File: src/forthBranch_config.svh
`ifndef FORTH_BRANCH_CONFIG_SVH
`define FORTH_BRANCH_CONFIG_SVH

// Datapath width
// Shared by the PC, the D operand and the ALU result
`define FORTH_DATA_WIDTH 16

// Address of the first instruction out of reset
`define FORTH_RESET_PC 16'h0100

// Sequential advance between instructions
`define FORTH_PC_STEP 1

`endif

File: src/forthBranchPkg.sv
`default_nettype none

`include "forthBranch_config.svh"

package forthBranchPkg;

	// Top nibble of every instruction word
	typedef enum logic [3:0] {
		GROUP_NOP    = 4'h0,
		GROUP_ALU    = 4'h1,
		GROUP_LOAD   = 4'h2,
		GROUP_STORE  = 4'h3,
		GROUP_BRANCH = 4'hF
	} instrGroupT;

	// Condition code picked by a conditional branch
	typedef enum logic [1:0] {
		CC_Z = 2'd0,
		CC_S = 2'd1,
		CC_P = 2'd2,
		CC_C = 2'd3
	} ccSelectT;

	// Offset added to the base, 1 for a step
	typedef enum logic {
		PC_OFFSET_NONE = 1'b0,
		PC_OFFSET_D    = 1'b1
	} pcOffsetSelT;

	typedef enum logic [1:0] {
		PC_BASE_PC   = 2'd0,
		PC_BASE_ZERO = 2'd1,
		PC_BASE_PCA  = 2'd2
	} pcBaseSelT;

	typedef struct packed {
		instrGroupT group;
		logic       jr;
		logic       ccApply;
		logic       ccInvert;
		ccSelectT   ccSelect;
		logic [6:0] reserved;
	} branchViewT;

	typedef struct packed {
		instrGroupT  group;
		logic        writeFlags;
		logic [10:0] opcode;
	} aluViewT;

	// Same word, decoded per group
	typedef union packed {
		branchViewT branchView;
		aluViewT    aluView;
	} instrWordT;

	// Everything the execute stage needs for one instruction
	typedef struct packed {
		logic                         valid;
		logic                         jmp;
		logic                         jr;
		logic                         ccApply;
		logic                         ccInvert;
		ccSelectT                     ccSelect;
		logic                         writeFlags;
		logic [`FORTH_DATA_WIDTH-1:0] dValue;
		logic [`FORTH_DATA_WIDTH-1:0] aluResult;
		logic                         aluCarry;
		logic [`FORTH_DATA_WIDTH-1:0] pcA;
	} execOpT;

	typedef struct packed {
		logic z;
		logic s;
		logic p;
		logic c;
	} flagsT;

endpackage

`default_nettype wire

File: src/instructionDecoder.sv
`default_nettype none

`include "forthBranch_config.svh"

module instructionDecoder import forthBranchPkg::*; (
	input  logic                         CLK,
	input  logic                         reset,
	input  logic                         instrValid,
	input  instrWordT                    instr,
	input  logic [`FORTH_DATA_WIDTH-1:0] dValue,
	input  logic [`FORTH_DATA_WIDTH-1:0] aluResult,
	input  logic                         aluCarry,
	input  logic [`FORTH_DATA_WIDTH-1:0] pc,
	output execOpT                       execOp
);

	execOpT decoded;
	execOpT opReg;
	logic   isBranch;

	assign isBranch = (instr.branchView.group == GROUP_BRANCH);

	always_comb begin
		decoded = '0;
		decoded.valid = instrValid;
		decoded.dValue = dValue;
		decoded.aluResult = aluResult;
		decoded.aluCarry = aluCarry;
		decoded.pcA = pc;
		if (isBranch) begin
			// Branch words never touch the flags
			decoded.jmp = 1'b1;
			decoded.jr = instr.branchView.jr;
			decoded.ccApply = instr.branchView.ccApply;
			decoded.ccInvert = instr.branchView.ccInvert;
			decoded.ccSelect = instr.branchView.ccSelect;
		end else begin
			decoded.writeFlags = instr.aluView.writeFlags;
		end
	end

	always_ff @(posedge CLK) begin
		if (reset) begin
			opReg.valid <= 1'b0;
			opReg.jmp <= 1'b0;
			opReg.writeFlags <= 1'b0;
		end else if (instrValid) begin
			opReg <= decoded;
		end else begin
			opReg.valid <= 1'b0;
			opReg.jmp <= 1'b0;
			opReg.writeFlags <= 1'b0;
		end
	end

	// Own address is the live PC.
	// The previous instruction has already retired into it, so a
	// branch right behind another branch sees the new target.
	always_comb begin
		execOp = opReg;
		execOp.pcA = pc;
	end

endmodule

`default_nettype wire

File: src/conditionCodes.sv
`default_nettype none

`include "forthBranch_config.svh"

module conditionCodes import forthBranchPkg::*; (
	input  logic   CLK,
	input  logic   reset,
	input  execOpT execOp,
	output flagsT  flags
);

	flagsT nextFlags;
	logic  flagWrite;

	assign flagWrite = execOp.valid && execOp.writeFlags;

	always_comb begin
		nextFlags.z = (execOp.aluResult == '0);
		nextFlags.s = execOp.aluResult[`FORTH_DATA_WIDTH-1];
		// Even number of ones
		nextFlags.p = ~^execOp.aluResult;
		nextFlags.c = execOp.aluCarry;
	end

	always_ff @(posedge CLK) begin
		if (reset) begin
			flags <= '0;
		end else if (flagWrite) begin
			flags <= nextFlags;
		end
	end

endmodule

`default_nettype wire

File: src/branchLogic.sv
`default_nettype none

module branchLogic import forthBranchPkg::*; (
	input  execOpT      execOp,
	input  flagsT       flags,
	output pcOffsetSelT pcOffsetSel,
	output pcBaseSelT   pcBaseSel,
	output logic        taken
);

	logic selectedFlag;
	logic conditionMet;

	always_comb begin
		selectedFlag = flags.z;
		case (execOp.ccSelect)
			CC_Z: selectedFlag = flags.z;
			CC_S: selectedFlag = flags.s;
			CC_P: selectedFlag = flags.p;
			CC_C: selectedFlag = flags.c;
			default: selectedFlag = flags.z;
		endcase
	end

	// Unconditional unless ccApply is set
	assign conditionMet = !execOp.ccApply || (selectedFlag ^ execOp.ccInvert);
	assign taken = execOp.valid && execOp.jmp && conditionMet;

	always_comb begin
		pcOffsetSel = PC_OFFSET_NONE;
		pcBaseSel = PC_BASE_PC;
		if (taken) begin
			pcOffsetSel = PC_OFFSET_D;
			// jr picks own address, otherwise absolute from zero
			if (execOp.jr) begin
				pcBaseSel = PC_BASE_PCA;
			end else begin
				pcBaseSel = PC_BASE_ZERO;
			end
		end
	end

endmodule

`default_nettype wire

File: src/programCounter.sv
`default_nettype none

`include "forthBranch_config.svh"

module programCounter import forthBranchPkg::*; (
	input  logic                         CLK,
	input  logic                         reset,
	input  execOpT                       execOp,
	input  pcOffsetSelT                  pcOffsetSel,
	input  pcBaseSelT                    pcBaseSel,
	input  logic                         taken,
	output logic [`FORTH_DATA_WIDTH-1:0] pc,
	output logic                         branchTaken
);

	logic [`FORTH_DATA_WIDTH-1:0] offset;
	logic [`FORTH_DATA_WIDTH-1:0] base;
	logic [`FORTH_DATA_WIDTH-1:0] nextPc;

	always_comb begin
		case (pcOffsetSel)
			PC_OFFSET_D: offset = execOp.dValue;
			default: offset = `FORTH_DATA_WIDTH'(`FORTH_PC_STEP);
		endcase
	end

	always_comb begin
		case (pcBaseSel)
			PC_BASE_ZERO: base = '0;
			PC_BASE_PCA: base = execOp.pcA;
			default: base = pc;
		endcase
	end

	// Wraps at the datapath width
	assign nextPc = base + offset;

	always_ff @(posedge CLK) begin
		if (reset) begin
			pc <= `FORTH_RESET_PC;
			branchTaken <= 1'b0;
		end else begin
			branchTaken <= execOp.valid && taken;
			if (execOp.valid) begin
				pc <= nextPc;
			end
		end
	end

endmodule

`default_nettype wire

File: src/branchUnit.sv
`default_nettype none

`include "forthBranch_config.svh"

module branchUnit import forthBranchPkg::*; (
	input  logic                         CLK,
	input  logic                         reset,
	input  logic                         instrValid,
	input  instrWordT                    instr,
	input  logic [`FORTH_DATA_WIDTH-1:0] dValue,
	input  logic [`FORTH_DATA_WIDTH-1:0] aluResult,
	input  logic                         aluCarry,
	output logic [`FORTH_DATA_WIDTH-1:0] pc,
	output logic                         branchTaken
);

	execOpT      execOp;
	flagsT       flags;
	pcOffsetSelT pcOffsetSel;
	pcBaseSelT   pcBaseSel;
	logic        taken;

	instructionDecoder u_decoder (
		.CLK        (CLK),
		.reset      (reset),
		.instrValid (instrValid),
		.instr      (instr),
		.dValue     (dValue),
		.aluResult  (aluResult),
		.aluCarry   (aluCarry),
		.pc         (pc),
		.execOp     (execOp)
	);

	conditionCodes u_conditionCodes (
		.CLK    (CLK),
		.reset  (reset),
		.execOp (execOp),
		.flags  (flags)
	);

	// Flags seen here are the ones left by the previous instruction
	branchLogic u_branchLogic (
		.execOp      (execOp),
		.flags       (flags),
		.pcOffsetSel (pcOffsetSel),
		.pcBaseSel   (pcBaseSel),
		.taken       (taken)
	);

	programCounter u_programCounter (
		.CLK         (CLK),
		.reset       (reset),
		.execOp      (execOp),
		.pcOffsetSel (pcOffsetSel),
		.pcBaseSel   (pcBaseSel),
		.taken       (taken),
		.pc          (pc),
		.branchTaken (branchTaken)
	);

endmodule

`default_nettype wire

File: config.mk
export PLATFORM = sky130hd
export DESIGN_NAME = branchUnit
export DESIGN_NICKNAME = d
export VERILOG_FILES = /design/src/forthBranchPkg.sv /design/src/instructionDecoder.sv /design/src/conditionCodes.sv /design/src/branchLogic.sv /design/src/programCounter.sv /design/src/branchUnit.sv
export VERILOG_INCLUDE_DIRS = /design/src /design/src/src
export SDC_FILE = /design/constraint.sdc
export NUM_CORES = 1
export LEC_CHECK = 0
export ABC_AREA = 1
export ABC_CLOCK_PERIOD_IN_PS = 7400
export BUFFER_PORTS_ARGS = -buffer_cell sky130_fd_sc_hd__buf_4
export CAP_MARGIN = 25
export CELL_PAD_IN_SITES_DETAIL_PLACEMENT = 1
export CELL_PAD_IN_SITES_GLOBAL_PLACEMENT = 2
export CORE_UTILIZATION = 35
export CTS_CLUSTER_SIZE = 8
export DETAILED_ROUTE_END_ITERATION = 16
export GPL_TIMING_DRIVEN = 0
export PLACE_DENSITY_LB_ADDON = 0.2
export SLEW_MARGIN = 20
export SYNTH_ARGS = -nofsm -noshare
export SYNTH_HDL_FRONTEND = slang
export SYNTH_SLANG_ARGS = --single-unit
File: constraint.sdc
create_clock -name CLK -period 7.4 [get_ports CLK]
set_input_delay 1.11 -clock CLK [delete_from_list [all_inputs] [get_ports CLK]]
set_output_delay 1.11 -clock CLK [all_outputs]
set_load 0.03 [all_outputs]
=== Word-level counts from Yosys, hierarchy flattened ===
Index checks and enable logic that the tools add are counted.
W data, S select, Z words.

* Bits of input ports: 52
* Register bits: 62
* Word-level logic and storage cells: 45
* Output and inout bits: 17

* Equality and inequality tests: 5
* Add/sub/neg operators: 1
* Reductions and logical operators: 12
* Multiplexer cells: 8
* Bitwise operators: 3

{| class="wikitable"
|+ Operator list
! cell !! count
|-
| $mux W16 || 2
|-
| $add A16 B16 Y16 || 1
|-
| $logic_not A16 Y1 || 1
|-
| $reduce_xnor A16 Y1 || 1
|-
| $mux W2 || 3
|-
| $mux W6 || 1
|-
| $eq A2 B1 Y1 const B || 2
|-
| $eq A2 B2 Y1 const B || 2
|-
| $eq A4 B4 Y1 const B || 1
|-
| $logic_and A1 B1 Y1 || 4
|-
| $pmux W1 S4 || 1
|-
| $reduce_or A3 Y1 || 1
|-
| $logic_not A2 Y1 || 1
|-
| $not A1 Y1 || 2
|-
| $reduce_and A2 Y1 || 1
|-
| $reduce_or A2 Y1 || 1
|-
| $logic_not A1 Y1 || 1
|-
| $logic_or A1 B1 Y1 || 1
|-
| $mux W1 || 1
|-
| $xor A1 B1 Y1 || 1
|}

=== Longest topological paths before layout ===
* Depth after elaboration: 9
* Depth in mapped cells: 22
* Depth with buffers taken out: 21

=== Cells and area by module ===
From an unflattened synthesis, not the netlist that was laid out.

* Cell total of the unflattened synthesis: 534
* Area total of the unflattened synthesis: 3955.0 um^2

{| class="wikitable"
|+ By module, submodules not included
! module !! instances !! area each (um^2) !! sequential area each (um^2) !! cells an instance
|-
| programCounter || 1 || 1925.6 || 340.3 || 337
|-
| instructionDecoder || 1 || 1411.4 || 1201.2 || 80
|-
| conditionCodes || 1 || 518.0 || 80.1 || 96
|-
| branchLogic || 1 || 100.1 || 0.0 || 21
|}

=== Worst setup path after synthesis ===
No wires, ideal clock.

* Path type: input port to flip-flop
* From: input reset
* To: register u_decoder.opReg, in the netlist u_decoder.execOp[16] (enable)
* Arrival: 2.139 ns
* Data required time: 7.007 ns
* Slack: 4.868 ns
* Library setup time: 0.393 ns
* Cell stages on the path: 3
* Cell sequence: inv_1 -> nand2_1 -> inv_1

* Word-level cells in the longest chain between the ends: 2

{| class="wikitable"
|+ RTL lines
! what !! line !! source
|-
| start, declared || branchUnit.sv:7 || <nowiki>input logic reset,</nowiki>
|-
| $not A1 Y1 (no line) || -- ||
|-
| $reduce_and A2 Y1 (no line) || -- ||
|-
| end signal, assigned || instructionDecoder.sv:48 || <nowiki>opReg <= decoded;</nowiki>
|-
| end, declared || instructionDecoder.sv:18 || <nowiki>execOpT opReg;</nowiki>
|}

No other way between the ends.
A chain may end at the register's enable or synchronous reset.

=== Worst setup path in the final report ===
* From: register u_decoder.opReg, in the netlist u_decoder.execOp[50]
* To: register u_programCounter.pc[10]

* Word-level cells in the longest chain between the ends: 9
* Elaborated cells on any way between the ends: 14
* Classes of those cells: 1 x add/sub; 4 x eq/ne; 5 x mux; 1 x bitwise; 3 x reduce/logical

{| class="wikitable"
|+ RTL lines
! what !! line !! source
|-
| $eq A2 B2 Y1, or another cell as far along || branchLogic.sv:16 || <nowiki>case (execOp.ccSelect)</nowiki>
|-
| $pmux W1 S4 (*) || branchLogic.sv:16 ||
|-
| $xor A1 B1 Y1 (*) || branchLogic.sv:26 || <nowiki>assign conditionMet = !execOp.ccApply || (selectedFlag ^ execOp.ccInvert);</nowiki>
|-
| $logic_or A1 B1 Y1 (*) || branchLogic.sv:26 ||
|-
| $logic_and A1 B1 Y1 (*) || branchLogic.sv:27 || <nowiki>assign taken = execOp.valid && execOp.jmp && conditionMet;</nowiki>
|-
| $mux W2 || branchLogic.sv:32 || <nowiki>if (taken) begin</nowiki>
|-
| $eq A2 B1 Y1 || programCounter.sv:28 || <nowiki>case (pcBaseSel)</nowiki>
|-
| $mux W16 || programCounter.sv:28 ||
|-
| $add A16 B16 Y16 (*) || programCounter.sv:36 || <nowiki>assign nextPc = base + offset;</nowiki>
|-
| end signal, assigned || programCounter.sv:40 || <nowiki>pc <= `FORTH_RESET_PC;</nowiki>
|-
| end signal, assigned || programCounter.sv:45 || <nowiki>pc <= nextPc;</nowiki>
|-
| end, declared || programCounter.sv:12 || <nowiki>output logic [`FORTH_DATA_WIDTH-1:0] pc,</nowiki>
|}

Mark *: on every way between the ends. The rest lies on a longest branch, timed or not.

==> impl_metrics.csv <==
group,metric,value,unit
synthesis,synth_area,3480,sq um
worst_setup_path,cp.required,7.65,ns
power_and_ir_drop,p_comb_frac,0.152,
die,initial_core_util,0.358,
timing,setup_tns,0,ns
synthesis,ys_warn_count,0,
cts,path_clk_slew,0.07,ns
route,wl_per_cell,12.8,microns
grt,grt_pass1_vias,2819,
cts,cts_buffers,9,
worst_setup_path,path_cells,"nand2_1 > nand3_2 > nand2_1 > nand2_1 > nand3_2 > nand2_2 > or2_1 > ha_1 > fa_1 > nand3_1 > nand2_2 > a21oi_1 > inv_2 > nand3_1 > a21o_1 > nand3_1 > nand2_1 > inv_1",
run_status,status,"completed",
power_and_ir_drop,p_sw_frac,0.262,
power_and_ir_drop,power_density,185,nW/um^2
cts,htree_levels,3,
grt,grt_pass1_wl,12.9,mm
synthesis,ys_ff_latch,62,
placement,gp_congestion,0.824,
placement,dp_hpwl,6.02,mm
grt,antenna_found_initial,0,
worst_setup_path,cp-end-kind,"flip-flop",
power_and_ir_drop,power.net_switching,0.000207,W
power_and_ir_drop,internal-power,0.000585,W
route,drt-pass1-iter-count,4,
die,fp-row-count,36,
die,pin_count,69,
cts,root_buffer,"clkbuf_8",
grt,use_met2,0.305,
die,die_h,102,microns
finish,n_fill_cell,1216,
worst_setup_path,slowest_stage,"edfxtp_1",
finish,multi_input_area,1390,sq um
cts,ctsHoldBuffers,0,
worst_setup_path,crit_type,"reg2reg",
route,vias,2766,
finish,ff_latch_area,1620,sq um
timing,finClkSkew,0.00830,ns
grt,overflow,0,
synthesis,synth.net_count,479,
timing,final_hold_viol_count,0,
placement,port_buffers,61,
timing,rsz0062_at_grt,"no",
grt,grt_util_met1,0.191,
finish,area_growth,23.1,%
timing,fmax,0.350,GHz
die,die_w,102,microns
timing,finalMaxSlewViolations,0,
finish,final_cells,613,
timing,max_slew_margin,0.437,
grt,grtUsageMet3,0.0373,
power_and_ir_drop,pwr-share-seq,0.502,
route,ant_nets,0,
grt,grt_usage,0.171,
cts,cts_buffer_depth,2,
route,drc,0,
route,vias_per_cell,4.51,
worst_setup_path,worstSetupStartpointType,"flip-flop",
synthesis,synth_seq_area_share,0.466,
die,die_area,10400,sq um
power_and_ir_drop,power_frac_clock,0.346,
power_and_ir_drop,leakagePower,2.24,nW
synthesis,synthCells,403,
route,initialDrtViolationCount,52,
die,coreArea,9730,sq um
timing,setup_viol_count_final,0,
route,wl,7.85,mm
cts,cts_resized,0,
grt,grt_max_degree,39,
timing,fin_crit,2.86,ns
finish,layout-drive-gt1-share,0.235,
grt,top_usage_layer,"met2",
placement,dp_cells,597,
power_and_ir_drop,irDropWorstVdd,107,uV
hold_path,hp-class,"reg2reg",
cts,cts_tree,"done",
cts,post_cts_buffers,0,
worst_setup_path,critPathMaxStageDelay,0.43,ns
finish,diodes,0,
cts,clock-sinks,62,
finish,final_nets,551,
worst_setup_path,crit_top_cell,"nand2_1",
synthesis,synth.distinct_cells,36,
timing,period_share,0.387,
worst_setup_path,crit_fanout,7,
timing,worst_pin_slew,0.844,ns
job,max-cap-violations,0,
worst_setup_path,critical_path_arrival,3.11,ns
cts,clock_latency,0.35,ns
synthesis,avgSynthCellArea,8.64,sq um
## cell usage after synthesis
cell type  number  share of area
nand2_2         2         0.0036
o21bai_1        2         0.0043
buf_2           2         0.0029
nor2_1         58          0.063
buf_4          18          0.039
inv_2           3         0.0032
or2_1           1         0.0018
clkbuf_1        2         0.0022
nand3b_4        1         0.0057
o211a_1         1         0.0029
nand3_2         4          0.011
a31o_2          1         0.0025
o211ai_1        1         0.0022
xnor2_1         9          0.023
o21ai_1         4         0.0057
dfxtp_1        24           0.14
a21oi_2         2         0.0050
ha_1           23          0.083
a21o_1          2         0.0043
nand3_1        16          0.023
nor3_1          1         0.0014
nand4_1         4         0.0072
nor3_2          1         0.0029
inv_1          82          0.088
a31oi_2         1         0.0036
nand3b_1        1         0.0022
fa_1            1         0.0057
nand3_4         1         0.0050
nand2_1        53          0.057
edfxtp_1       38           0.33
o211ai_2        1         0.0036
o2111ai_1       1         0.0025
o21ai_0        17          0.024
o31ai_1         1         0.0022
a21oi_1        18          0.026
xor2_1          6          0.015
## kinds of logic after synthesis
logic type | after synthesis | share of synthesized area
adders and majority gates | 24 | 0.0884
xor gates and xnor gates | 15 | 0.0377
DFF | 62 | 0.466
and+or+nand+nor | 143 | 0.184
AOI/OAI and AO/OA | 52 | 0.0891
buffers and inverters | 107 | 0.135
## routing by layer
metal,part of all wire,wire (microns)
met5,0,0
met4,0.024,192
met2,0.52,4090
met1,0.42,3290
met3,0.035,271
## cell type report
| cell class | instances | share of cell area |
|---|---|---|
| plain buffers | 22 | 0.0356 |
| clock buffers | 13 | 0.0371 |
| clock inverters | 3 | 0.00467 |
| inverters | 85 | 0.0744 |
| multi-input cells | 234 | 0.324 |
| flip-flops and latches | 62 | 0.378 |
| well taps | 133 | 0.0388 |
| repair buffers | 61 | 0.107 |
## registers in the layout (all words and copies together), names as in the netlist
name	cells
u_programCounter.pc	16
u_programCounter.branchTaken	1
u_conditionCodes.flags	4
u_decoder.execOp	41
## per-stage QoR
stage / utilization / power [W] / hold slack [ns] / area (sq um) / setup WS (ns)
2_1_floorplan: - / 0.000483 / 0.455 / 3480 / 4.87
3_3_place_gp: 0.422 / 0.000525 / 0.478 / 4110 / 4.21
3_5_place_dp: 0.422 / 0.000528 / 0.504 / 4110 / 4.53
4_1_cts: 0.441 / 0.000807 / 0.516 / 4290 / 4.51
5_1_grt: 0.441 / 0.000834 / 0.531 / 4290 / 4.24
6_report: 0.441 / 0.000792 / 0.513 / 4290 / 4.54
## layout by cell type, fill, tap and decap left out, drive strengths merged
cell,count
xnor2,9
nand2,55
o21ai,21
a31oi,1
o211ai,2
or2,1
o21bai,2
inv,85
nor3,2
ha,23
xor2,6
clkinvlp,2
o211a,1
o31ai,1
nand4,4
nand3b,2
clkinv,1
buf,81
clkbuf,15
a21o,2
edfxtp,38
nor2,58
o2111ai,1
a31o,1
dfxtp,24
nand3,21
a21oi,20
fa,1
## critical path, delay by kind of cell, from the launching register on
family | cells | cell delay [ns]
compound gates | 2 | 0.29
fa+ha+maj | 2 | 0.63
buf+inv | 2 | 0.11
flops | 1 | 0.43
simple gates | 12 | 1.31
## power by group through the flow
| stage | Combinational, W | Clock, W | Sequential, W |
|---|---|---|---|
| 4_1_cts | 0.000123 | 0.000286 | 0.000398 |
| 3_3_place_gp | 0.000120 | 0 | 0.000405 |
| 2_1_floorplan | 0.0000807 | 0 | 0.000402 |
| 5_1_grt | 0.000136 | 0.000298 | 0.000400 |
| 6_report | 0.000121 | 0.000274 | 0.000398 |
| 3_5_place_dp | 0.000123 | 0 | 0.000406 |
## path summary, 6_finish.rpt
| kind | start | end | slack, ns | depth (start not counted) |
|---|---|---|---|---|
| hold / removal | u_conditionCodes.flags[0] | u_conditionCodes.flags[0] | 0.51 | 2 |
| setup reg to reg | u_decoder.execOp[50] | u_programCounter.pc[10] | 4.54 | 18 |
| hold reg to reg | u_conditionCodes.flags[0] | u_conditionCodes.flags[0] | 0.51 | 2 |
| setup / recovery | u_decoder.execOp[50] | u_programCounter.pc[10] | 4.54 | 18 |
(Power assumes the default switching activity.)
